--- config.mk ---
export PLATFORM = sky130hd
export DESIGN_NAME = exu_load_align
export DESIGN_NICKNAME = d
export VERILOG_FILES = /design/src/hdl/exu_pkg.sv /design/src/hdl/exu_load_align.sv /design/src/hdl/mux_key.sv
export SDC_FILE = /design/constraint.sdc
export NUM_CORES = 1
export LEC_CHECK = 0
export CAP_MARGIN = 20
export CORE_MARGIN = 4
export CORE_UTILIZATION = 38
export DETAILED_ROUTE_END_ITERATION = 8
export DONT_BUFFER_PORTS = 1
export PLACE_DENSITY = 0.57
export SYNTH_ARGS = -nofsm -noshare
export SYNTH_HDL_FRONTEND = slang
export SYNTH_SLANG_ARGS = --single-unit
--- constraint.sdc ---
create_clock -name vclk -period 1.6
set_input_delay 0.32 -clock vclk [all_inputs]
set_output_delay 0.32 -clock vclk [all_outputs]
set_load 0.02 [all_outputs]
--- src/hdl/exu_pkg.sv ---
// execute stage package with data width, ALU, branch, load and operand-B codes
`default_nettype none

package exu_pkg;

  localparam int XLEN = 64;

  // ALU control codes
  typedef logic [4:0] alu_op_t;

  localparam alu_op_t ALU_ADD     = 5'b00000;
  localparam alu_op_t ALU_SLL     = 5'b00001;
  localparam alu_op_t ALU_SLT     = 5'b00010;
  localparam alu_op_t ALU_COPY    = 5'b00011;
  localparam alu_op_t ALU_XOR     = 5'b00100;
  localparam alu_op_t ALU_SRL     = 5'b00101;
  localparam alu_op_t ALU_OR      = 5'b00110;
  localparam alu_op_t ALU_AND     = 5'b00111;
  localparam alu_op_t ALU_SUB     = 5'b01000;
  localparam alu_op_t ALU_SLTU    = 5'b01010;
  localparam alu_op_t ALU_SRA     = 5'b01101;
  localparam alu_op_t ALU_REMU    = 5'b11001;
  localparam alu_op_t ALU_DIVU    = 5'b11010;
  localparam alu_op_t ALU_DIV     = 5'b11011;
  localparam alu_op_t ALU_MUL     = 5'b11100;
  localparam alu_op_t ALU_REM     = 5'b11101;
  localparam alu_op_t ALU_EBREAK  = 5'b11110;
  localparam alu_op_t ALU_INVALID = 5'b11111;

  // next pc codes
  typedef logic [2:0] branch_t;

  localparam branch_t BR_NONE = 3'b000;
  localparam branch_t BR_JAL  = 3'b001;
  localparam branch_t BR_JALR = 3'b010;
  localparam branch_t BR_EQ   = 3'b100;
  localparam branch_t BR_NE   = 3'b101;
  localparam branch_t BR_LT   = 3'b110;
  localparam branch_t BR_GE   = 3'b111;

  // load extension codes
  typedef logic [2:0] mem_op_t;

  localparam mem_op_t MEM_LB  = 3'b000;
  localparam mem_op_t MEM_LBU = 3'b001;
  localparam mem_op_t MEM_LH  = 3'b010;
  localparam mem_op_t MEM_LHU = 3'b011;
  localparam mem_op_t MEM_LW  = 3'b100;
  localparam mem_op_t MEM_LWU = 3'b101;
  localparam mem_op_t MEM_LD  = 3'b110;

  // operand B source
  typedef logic [1:0] bsrc_t;

  localparam bsrc_t BSRC_RS2  = 2'b00;
  localparam bsrc_t BSRC_IMM  = 2'b01;
  localparam bsrc_t BSRC_FOUR = 2'b10;

endpackage

`default_nettype wire

--- src/hdl/exu_load_align.sv ---
// load aligner, sign or zero extends read data by the load code
`timescale 1ns/1ps
`default_nettype none

module exu_load_align import exu_pkg::*; (
  input  wire logic [XLEN-1:0] i_rdata,
  input  wire mem_op_t         i_mem_op,
  output logic [XLEN-1:0]      o_load_data
);

  localparam int NR_MEM = 7;

  localparam mem_op_t MEM_KEYS [NR_MEM] = '{
    MEM_LB, MEM_LBU, MEM_LH, MEM_LHU, MEM_LW, MEM_LWU, MEM_LD
  };

  logic [XLEN-1:0] ext_values [NR_MEM];

  // lwu zero extends like the other unsigned loads
  assign ext_values = '{
    {{56{i_rdata[7]}}, i_rdata[7:0]},
    {56'd0, i_rdata[7:0]},
    {{48{i_rdata[15]}}, i_rdata[15:0]},
    {48'd0, i_rdata[15:0]},
    {{32{i_rdata[31]}}, i_rdata[31:0]},
    {32'd0, i_rdata[31:0]},
    i_rdata
  };

  mux_key #(
    .NR_KEY (NR_MEM),
    .key_t  (mem_op_t),
    .data_t (logic [XLEN-1:0])
  ) ext_mux_i (
    .i_key     (i_mem_op),
    .i_keys    (MEM_KEYS),
    .i_values  (ext_values),
    .i_default ({XLEN{1'b0}}),
    .o_out     (o_load_data)
  );

endmodule

`default_nettype wire

--- src/hdl/mux_key.sv ---
// keyed lookup multiplexer, returns the payload of the matching key or a default
`timescale 1ns/1ps
`default_nettype none

module mux_key #(
  parameter int  NR_KEY = 2,
  parameter type key_t  = logic,
  parameter type data_t = logic
) (
  input  key_t  i_key,
  input  key_t  i_keys    [NR_KEY],
  input  data_t i_values  [NR_KEY],
  input  data_t i_default,
  output data_t o_out
);

  always_comb begin
    o_out = i_default;
    // later entries win on duplicate keys
    for (int i = 0; i < NR_KEY; i++) begin
      if (i_key == i_keys[i]) begin
        o_out = i_values[i];
      end
    end
  end

endmodule

`default_nettype wire

==> results.sh <==
export IMPL_start_kind="primary input"
export IMPL_fillerInstances=361
export IMPL_overflow=0
export IMPL_power_share_clock_pct=0
export IMPL_gp_congestion=0.767
export IMPL_grt_max_degree=48
export IMPL_synthTopCellsByArea="mux4_2 48%, nor2b_1 13%, o211ai_2 9.9%, o21ai_0 5.3%, clkbuf_1 3.7%"
export IMPL_final_cell_mix="32 x mux4_2, 32 x nor2b_1, 15 x inv_1, 12 x o211ai_4, 11 x buf_4"
export IMPL_cts_hold_buf=0
export IMPL_synthesis_area_sq_um=1510
export IMPL_cts_setup_buffers=0
export IMPL_switchingPower_uw=295
export IMPL_synth_area_per_cell_sq_um=9.68
export IMPL_crit_required_ns=1.28
export IMPL_path_max_fanout=38
export IMPL_yosys_cell_types_count=19
export IMPL_die_x_um=71.0
export IMPL_core_sq_um=3740
export IMPL_postCtsResizedCells=0
export IMPL_syn_inst=156
export IMPL_multi_input_area_sq_um=1430
export IMPL_ir_worst_vdd_mv=0.153
export IMPL_p_leak_uw=0.000570
export IMPL_min_path_cells=1
export IMPL_period_share_pct=98.0
export IMPL_status="complete, no violations"
export IMPL_antenna_found_initial=0
export IMPL_drive_gt1_share_pct=48.2
export IMPL_wirelength_mm=3.88
export IMPL_nets=208
export IMPL_grtUsageTotal_pct=14.6
export IMPL_dp_cells=187
export IMPL_grt_pass1_vias=1245
export IMPL_relSlewSlack_pct=64.1
export IMPL_finalSetupViolCount=0
export IMPL_seq_area_frac_synth_pct=0
export IMPL_period_needed_ns=1.57
export IMPL_wl_per_cell_um=20.8
export IMPL_p_int_uw=260
export IMPL_power_uw=555
export IMPL_yosysTopAreaCellShare_pct=47.7
export IMPL_comb_power_share_pct=100.0
export IMPL_fmax_mhz=638
export IMPL_maxCapViolations=0
export IMPL_p_seq_share_pct=0
export IMPL_critPathArrivalTime_ns=1.25
export IMPL_power_density_nw_per_um2=332
export IMPL_die_h_um=71.0
export IMPL_rows=22
export IMPL_drv_slew=0
export IMPL_grt_pass1_wl_mm=6.37
export IMPL_hold_path_class="primary input to output port"
export IMPL_num_vias=1207
export IMPL_ys_warn_count=0
export IMPL_n_clock_buffer=0
export IMPL_route_detailed_drc=0
export IMPL_vias_per_cell=6.45
export IMPL_drt_antenna_violating_nets=0
export IMPL_hold_violations=0
export IMPL_layout_cells_non_filler=187
export IMPL_ff_latch_area_sq_um=0
export IMPL_drtIter0Drc=57
export IMPL_n_sequential_cell=0
export IMPL_syn_nets=223
export IMPL_synth_largest_area_cell="mux4_2"
export IMPL_initial_core_util_pct=40.3
export IMPL_die_area_sq_um=5050
export IMPL_dr_pass1_iters=4
export IMPL_num_io_pins=131
export IMPL_rsz0062_at_grt="false"
export IMPL_tightest_slew_ns=0.538
export IMPL_swShare_pct=53.2
export IMPL_worstSetupEndpointType="output port"
export IMPL_diodes=0
export IMPL_path_class="primary input to output port"
export IMPL_numPortBuffers=0
export IMPL_hpwl_mm=2.98
export IMPL_area_growth_syn_to_layout_pct=10.7
export IMPL_whs_ns=0.740
[cell families after synthesis]
| kind of cell | after synthesis | share of synthesized area [%] |
|---|---|---|
| simple gates | 46 | 19.7 |
| buf+inv | 45 | 14.6 |
| compound gates | 33 | 18.0 |
| mux | 32 | 47.7 |
[power groups by stage]
stage,combinational (uW),clock [uW],sequential (uW)
after floorplan,582,0,0
after global placement,555,0,0
after detailed placement,562,0,0
after CTS,562,0,0
after global routing,585,0,0
final,555,0,0
[critical path: stages]
cell     delay (ns)
or4b_4         0.58
buf_4          0.21
o21ai_2        0.13
[layout make-up]
cell class | instances | area share, %
Multi-Input combinational cell | 111 | 85.7
Timing Repair Buffer | 13 | 7.34
Tap cell | 48 | 3.59
Inverter | 15 | 3.37
[stage by stage]
stage          worst slack, ns  utilization (%)  TNS [ns]  instance area (sq um)
2_1_floorplan          -0.0810                -     -3.70                   1680
3_3_place_gp            0.0445             44.7         0                   1670
3_5_place_dp            0.0297             44.7         0                   1670
4_1_cts                 0.0297             44.7         0                   1670
5_1_grt                0.00457             44.7         0                   1670
6_report                0.0319             44.7         0                   1670
[Yosys cell counts]
master / instances
mux4_2: 32
nor2b_1: 32
o21ai_0: 16
clkbuf_1: 15
inv_1: 15
o211ai_2: 12
and2_1: 8
buf_2: 8
buf_6: 4
buf_4: 3
o211ai_1: 3
a21bo_2: 1
and3_1: 1
nand2_1: 1
nand3_1: 1
nand3b_1: 1
nand4bb_1: 1
o2111ai_1: 1
or4b_4: 1
[per-layer routing]
metal / routed length (um) / GRT usage (%)
met1: 1380 / 17.6
met2: 2150 / 28.1
met3: 347 / 3.27
met4: 0 / 0
met5: 0 / 0
[final timing paths]
path | start | to
max | i_mem_op[0] | o_load_data[13]
min | i_mem_op[0] | o_load_data[41]
(Power assumes the default switching activity.)
