<file path="src/hdl/exu_pkg.sv">
// execute stage package with data width, ALU, branch, load and operand-B codes
`default_nettype none

package exu_pkg;

  localparam int XLEN = 64;

  // ALU control codes
  typedef logic [4:0] alu_op_t;

  localparam alu_op_t ALU_ADD     = 5'b00000;
  localparam alu_op_t ALU_SLL     = 5'b00001;
  localparam alu_op_t ALU_SLT     = 5'b00010;
  localparam alu_op_t ALU_COPY    = 5'b00011;
  localparam alu_op_t ALU_XOR     = 5'b00100;
  localparam alu_op_t ALU_SRL     = 5'b00101;
  localparam alu_op_t ALU_OR      = 5'b00110;
  localparam alu_op_t ALU_AND     = 5'b00111;
  localparam alu_op_t ALU_SUB     = 5'b01000;
  localparam alu_op_t ALU_SLTU    = 5'b01010;
  localparam alu_op_t ALU_SRA     = 5'b01101;
  localparam alu_op_t ALU_REMU    = 5'b11001;
  localparam alu_op_t ALU_DIVU    = 5'b11010;
  localparam alu_op_t ALU_DIV     = 5'b11011;
  localparam alu_op_t ALU_MUL     = 5'b11100;
  localparam alu_op_t ALU_REM     = 5'b11101;
  localparam alu_op_t ALU_EBREAK  = 5'b11110;
  localparam alu_op_t ALU_INVALID = 5'b11111;

  // next pc codes
  typedef logic [2:0] branch_t;

  localparam branch_t BR_NONE = 3'b000;
  localparam branch_t BR_JAL  = 3'b001;
  localparam branch_t BR_JALR = 3'b010;
  localparam branch_t BR_EQ   = 3'b100;
  localparam branch_t BR_NE   = 3'b101;
  localparam branch_t BR_LT   = 3'b110;
  localparam branch_t BR_GE   = 3'b111;

  // load extension codes
  typedef logic [2:0] mem_op_t;

  localparam mem_op_t MEM_LB  = 3'b000;
  localparam mem_op_t MEM_LBU = 3'b001;
  localparam mem_op_t MEM_LH  = 3'b010;
  localparam mem_op_t MEM_LHU = 3'b011;
  localparam mem_op_t MEM_LW  = 3'b100;
  localparam mem_op_t MEM_LWU = 3'b101;
  localparam mem_op_t MEM_LD  = 3'b110;

  // operand B source
  typedef logic [1:0] bsrc_t;

  localparam bsrc_t BSRC_RS2  = 2'b00;
  localparam bsrc_t BSRC_IMM  = 2'b01;
  localparam bsrc_t BSRC_FOUR = 2'b10;

endpackage

`default_nettype wire

</file>
<file path="src/hdl/exu_commit.sv">
// commit block, picks write-back and next pc, registers outputs and status flags
`timescale 1ns/1ps
`default_nettype none

module exu_commit import exu_pkg::*; (
  input  wire logic            clock,
  input  wire logic            i_reset,
  input  wire logic            i_valid,
  input  wire logic [XLEN-1:0] i_pc,
  input  wire logic [XLEN-1:0] i_rs1,
  input  wire logic [XLEN-1:0] i_imm,
  input  wire branch_t         i_branch,
  input  wire logic            i_mem_to_reg,
  input  wire alu_op_t         i_alu_op,
  input  wire logic [XLEN-1:0] i_result,
  input  wire logic [XLEN-1:0] i_load_data,
  input  wire logic            i_zero,
  input  wire logic            i_less,
  output logic                 o_valid,
  output logic [XLEN-1:0]      o_alu_result,
  output logic [XLEN-1:0]      o_next_pc,
  output logic [XLEN-1:0]      o_bus_w,
  output logic                 o_ebreak,
  output logic                 o_abort
);

  localparam int NR_BR = 7;

  localparam branch_t BR_KEYS [NR_BR] = '{
    BR_NONE, BR_JAL, BR_JALR, BR_EQ, BR_NE, BR_LT, BR_GE
  };

  logic            taken_values [NR_BR];
  logic            taken;
  logic [XLEN-1:0] base;
  logic [XLEN-1:0] offset;
  logic [XLEN-1:0] next_pc;
  logic [XLEN-1:0] bus_w;

  assign taken_values = '{1'b0, 1'b1, 1'b1, i_zero, ~i_zero, i_less, ~i_less};

  mux_key #(
    .NR_KEY (NR_BR),
    .key_t  (branch_t),
    .data_t (logic)
  ) taken_mux_i (
    .i_key     (i_branch),
    .i_keys    (BR_KEYS),
    .i_values  (taken_values),
    .i_default (1'b0),
    .o_out     (taken)
  );

  assign base    = (i_branch == BR_JALR) ? i_rs1 : i_pc;
  assign offset  = taken ? i_imm : 64'd4;
  assign next_pc = base + offset;
  assign bus_w   = i_mem_to_reg ? i_load_data : i_result;

  always_ff @(posedge clock) begin
    if (i_reset) begin
      o_valid      <= 1'b0;
      o_alu_result <= '0;
      o_next_pc    <= '0;
      o_bus_w      <= '0;
      o_ebreak     <= 1'b0;
      o_abort      <= 1'b0;
    end else begin
      o_valid <= i_valid;
      if (i_valid) begin
        o_alu_result <= i_result;
        o_next_pc    <= next_pc;
        o_bus_w      <= bus_w;
        // sticky until reset
        if (i_alu_op == ALU_EBREAK) begin
          o_ebreak <= 1'b1;
        end
        if (i_alu_op == ALU_INVALID) begin
          o_abort <= 1'b1;
        end
      end
    end
  end

endmodule

`default_nettype wire

</file>
<file path="src/hdl/mux_key.sv">
// keyed lookup multiplexer, returns the payload of the matching key or a default
`timescale 1ns/1ps
`default_nettype none

module mux_key #(
  parameter int  NR_KEY = 2,
  parameter type key_t  = logic,
  parameter type data_t = logic
) (
  input  key_t  i_key,
  input  key_t  i_keys    [NR_KEY],
  input  data_t i_values  [NR_KEY],
  input  data_t i_default,
  output data_t o_out
);

  always_comb begin
    o_out = i_default;
    // later entries win on duplicate keys
    for (int i = 0; i < NR_KEY; i++) begin
      if (i_key == i_keys[i]) begin
        o_out = i_values[i];
      end
    end
  end

endmodule

`default_nettype wire

</file>
<file path="config.mk">
export PLATFORM = sky130hd
export DESIGN_NAME = exu_commit
export DESIGN_NICKNAME = d
export VERILOG_FILES = /design/src/hdl/exu_pkg.sv /design/src/hdl/exu_commit.sv /design/src/hdl/mux_key.sv
export SDC_FILE = /design/constraint.sdc
export NUM_CORES = 1
export LEC_CHECK = 0
export BUFFER_PORTS_ARGS = -buffer_cell sky130_fd_sc_hd__buf_4
export CORE_AREA = 2 2 203 205
export DETAILED_ROUTE_END_ITERATION = 12
export DIE_AREA = 0 0 205 207
export PLACE_DENSITY = 0.64
export SYNTH_ARGS = -nofsm -noshare
export SYNTH_HDL_FRONTEND = slang
export SYNTH_SLANG_ARGS = --single-unit
</file>
<file path="constraint.sdc">
create_clock -name clock -period 6.5 [get_ports clock]
set_input_delay 1.3 -clock clock [delete_from_list [all_inputs] [get_ports clock]]
set_output_delay 1.3 -clock clock [all_outputs]
set_load 0.01 [all_outputs]
</file>
==> flow_metrics.py <==
metrics = {
    "outcome": {
        "status": "complete, no violations",
    },
    "cts": {
        "post_cts_resized": 0,
        "cts_buffer_depth": 2,
        "clk_latency_ns": 0.46,
        "postCtsSetupBuffers": 0,
        "tritoncts": "built",
        "postCtsHoldBufs": 0,
        "clk_pin_slew_ns": 0.07,
        "cts_sinks": 195,
        "cts_made_buffers": 17,
        "h-tree-depth": 4,
        "cts-root-buf": "clkbuf_16",
    },
    "routing": {
        "postRouteAntennaNets": 0,
        "dr.pass1.iters": 5,
        "wirelength_um": 44410,
        "via_per_inst": 4.950,
        "drt-initial-drc-count": 678,
        "num_vias": 11929,
        "drc": 0,
        "wl_per_cell_um": 18.43,
    },
    "logic_synthesis": {
        "yosys_warnings": 0,
        "postSynthAreaPerCell_um2": 8.659,
        "synth_ff_type": "dfxtp_1",
        "ys_seq_elements": 195,
        "synth_enable_flop_cells": 0,
        "async_flop_share_pct": 0,
        "yosysUniqueCellTypes": 66,
        "syn_inst": 1406,
        "seq_area_frac_synth_pct": 32.07,
        "syn_nets": 1804,
        "syn_area_um2": 12170,
    },
    "placement": {
        "port_buffers": 528,
        "placedInstanceArea_um2": 16520,
        "place_hpwl_um": 34810,
        "placed_cells": 2377,
        "place_congestion": 0.9020,
    },
    "power": {
        "sw_frac_of_total_pct": 33.85,
        "cell_internal_pwr_w": 0.002509,
        "p_sw_w": 0.001284,
        "pwr-share-comb_pct": 35.5,
        "power.total_w": 0.003793,
        "ir_drop_uv": 177.5,
        "power_frac_seq_pct": 36.1,
        "pwr-share-clk_pct": 28.4,
        "power_leakage_nw": 8.157,
        "power_density_nw_per_um2": 221.8,
    },
    "global_routing": {
        "grt_pass1_vias": 11778,
        "grt_pass1_wl_um": 66590,
        "antenna_found_initial": 1,
        "grt_max_degree": 180,
        "grt_overflow": 0,
        "grt_usage_pct": 20.19,
    },
    "floorplanning": {
        "fp-row-count": 74,
        "dieArea_um2": 42440,
        "core_um2": 40370,
        "die_x_um": 205,
        "initial_core_util_pct": 30.16,
        "fp.dieH_um": 207,
        "ios": 529,
    },
    "sta": {
        "min_period_ns": 4.941,
        "tns_ns": 0,
        "final_hold_viol_count": 0,
        "rsz0062_at_grt": "no",
        "fmax_mhz": 202.4,
        "slew_headroom_pct": 23.20,
        "setup_violations": 0,
        "slew_violations": 0,
        "worstMarginPinSlew_ns": 1.152,
        "fin_skew_ns": 0,
        "min_period_over_period_pct": 76.02,
    },
    "finish": {
        "multiInputGateArea_um2": 7841,
        "drive_gt1_share_pct": 34.42,
        "synthToLayoutAreaGrowth_pct": 40.44,
        "fin_area_um2": 17100,
        "regArea_um2": 3904,
        "instances_no_fill": 2410,
        "fin_nets": 2262,
        "final_common_cell": "buf_4",
        "mostFrequentLayoutCells": "532 x buf_4, 213 x nor2_1, 195 x dfxtp_1",
        "fillers": 4026,
    },
    "setup_path": {
        "crit_type": "input port to flip-flop",
        "cp_data_arrival_time_ns": 5.29,
        "cp.required_ns": 6.85,
        "crit_fanout": 35,
        "startpoint_type": "input port",
        "endpoint_kind": "flip-flop",
    },
    "flow_run": {
        "max-cap-violations": 0,
    },
    "min_path": {
        "hp-class": "flip-flop to flip-flop",
    },
}
==> power by group through the flow <==
stage	Sequential [W]	Clock (W)	Combinational, W
3_5_place_dp	0.00140	0	0.00134
2_1_floorplan	0.00144	0	0.000739
4_1_cts	0.00137	0.00112	0.00135
6_report	0.00137	0.00108	0.00135
5_1_grt	0.00138	0.00116	0.00147
3_3_place_gp	0.00139	0	0.00133
==> sequential cells by signal, summed over array words and instances, names as in the netlist <==
signal and cells:
o_ebreak 1, o_abort 1, o_bus_w 64, o_valid 1, o_next_pc 64, o_alu_result 64
==> Yosys cell counts (37+ instances only) <==
| library cell | count | area (um^2) |
|---|---|---|
| ha_1 | 63 | 788.3 |
| a21oi_1 | 82 | 410.4 |
| xnor2_1 | 40 | 350.3 |
| a211oi_1 | 70 | 525.5 |
| and2_1 | 63 | 394.1 |
| nand2_1 | 66 | 247.7 |
| mux2_2 | 63 | 709.4 |
| clkbuf_1 | 67 | 251.5 |
| a21o_1 | 37 | 277.8 |
| dfxtp_1 | 195 | 3904 |
| mux2i_1 | 171 | 1712 |
| nor2_1 | 213 | 799.5 |
==> layout make-up <==
cell class / instances / area share [%]
Clock buffer: 21 / 2.693
Clock inverter: 11 / 0.6806
Antenna cell: 1 / 0.01464
Timing Repair Buffer: 535 / 23.63
Inverter: 18 / 0.3952
Tap cell: 532 / 3.893
Sequential cell: 195 / 22.83
Multi-Input combinational cell: 1097 / 45.86
==> final timing paths <==
path	start	endpoint	slack (ns)	cells past startpoint
worst min-delay path	o_next_pc[62]	o_next_pc[62]	0.45	2
worst max-delay path	i_branch[1]	o_next_pc[60]	1.56	16
worst min register to register	o_next_pc[62]	o_next_pc[62]	0.45	2
worst max register to register	o_next_pc[54]	o_next_pc[54]	5.56	2
==> logic make-up (layout without fill, tap and decap cells) <==
kind of cell / Yosys count / count (layout) / share of synthesized area [%]
and+or+nand+nor: 437 / 437 / 16.94
AOI/OAI and AO/OA: 305 / 305 / 16.65
muxes: 234 / 234 / 19.89
DFF: 195 / 195 / 32.07
buffers and inverters: 114 / 585 / 3.720
adders and majority gates: 64 / 64 / 6.639
xor gates and xnor gates: 57 / 57 / 4.101
other: 0 / 1 / 0
==> worst max-delay path, cell delays in order <==
cell,delay (ns)
buf_4,0.12
a31oi_1,0.37
xor2_4,0.63
buf_4,0.38
and2_1,0.17
ha_1,0.29
nand4_2,0.17
nor3_2,0.21
nand2_1,0.11
nor3b_2,0.21
a22oi_2,0.10
a21o_1,0.22
a2111o_1,0.43
a21oi_1,0.19
o21ai_0,0.11
a32o_1,0.26
==> stage by stage <==
stage | hold WS [ns] | setup slack [ns] | util [%]
floorplan | 0.4697 | 1.365 | -
global placement | 0.4408 | 1.117 | 40.92
detailed placement | 0.4425 | 1.079 | 40.92
CTS | 0.4527 | 1.586 | 42.35
global route | 0.4727 | 1.223 | 42.35
finish | 0.4478 | 1.559 | 42.35
==> per-layer routing <==
layer	GRT usage (%)	vias to the layer above	wire (um)
met5	0	-	0
met4	7.666	0	1279
met3	5.632	57	3503
met2	35.29	450	21990
met1	23.20	5485	17630
li1	-	5937	-
Note: power is estimated with default switching activity, not from simulation.
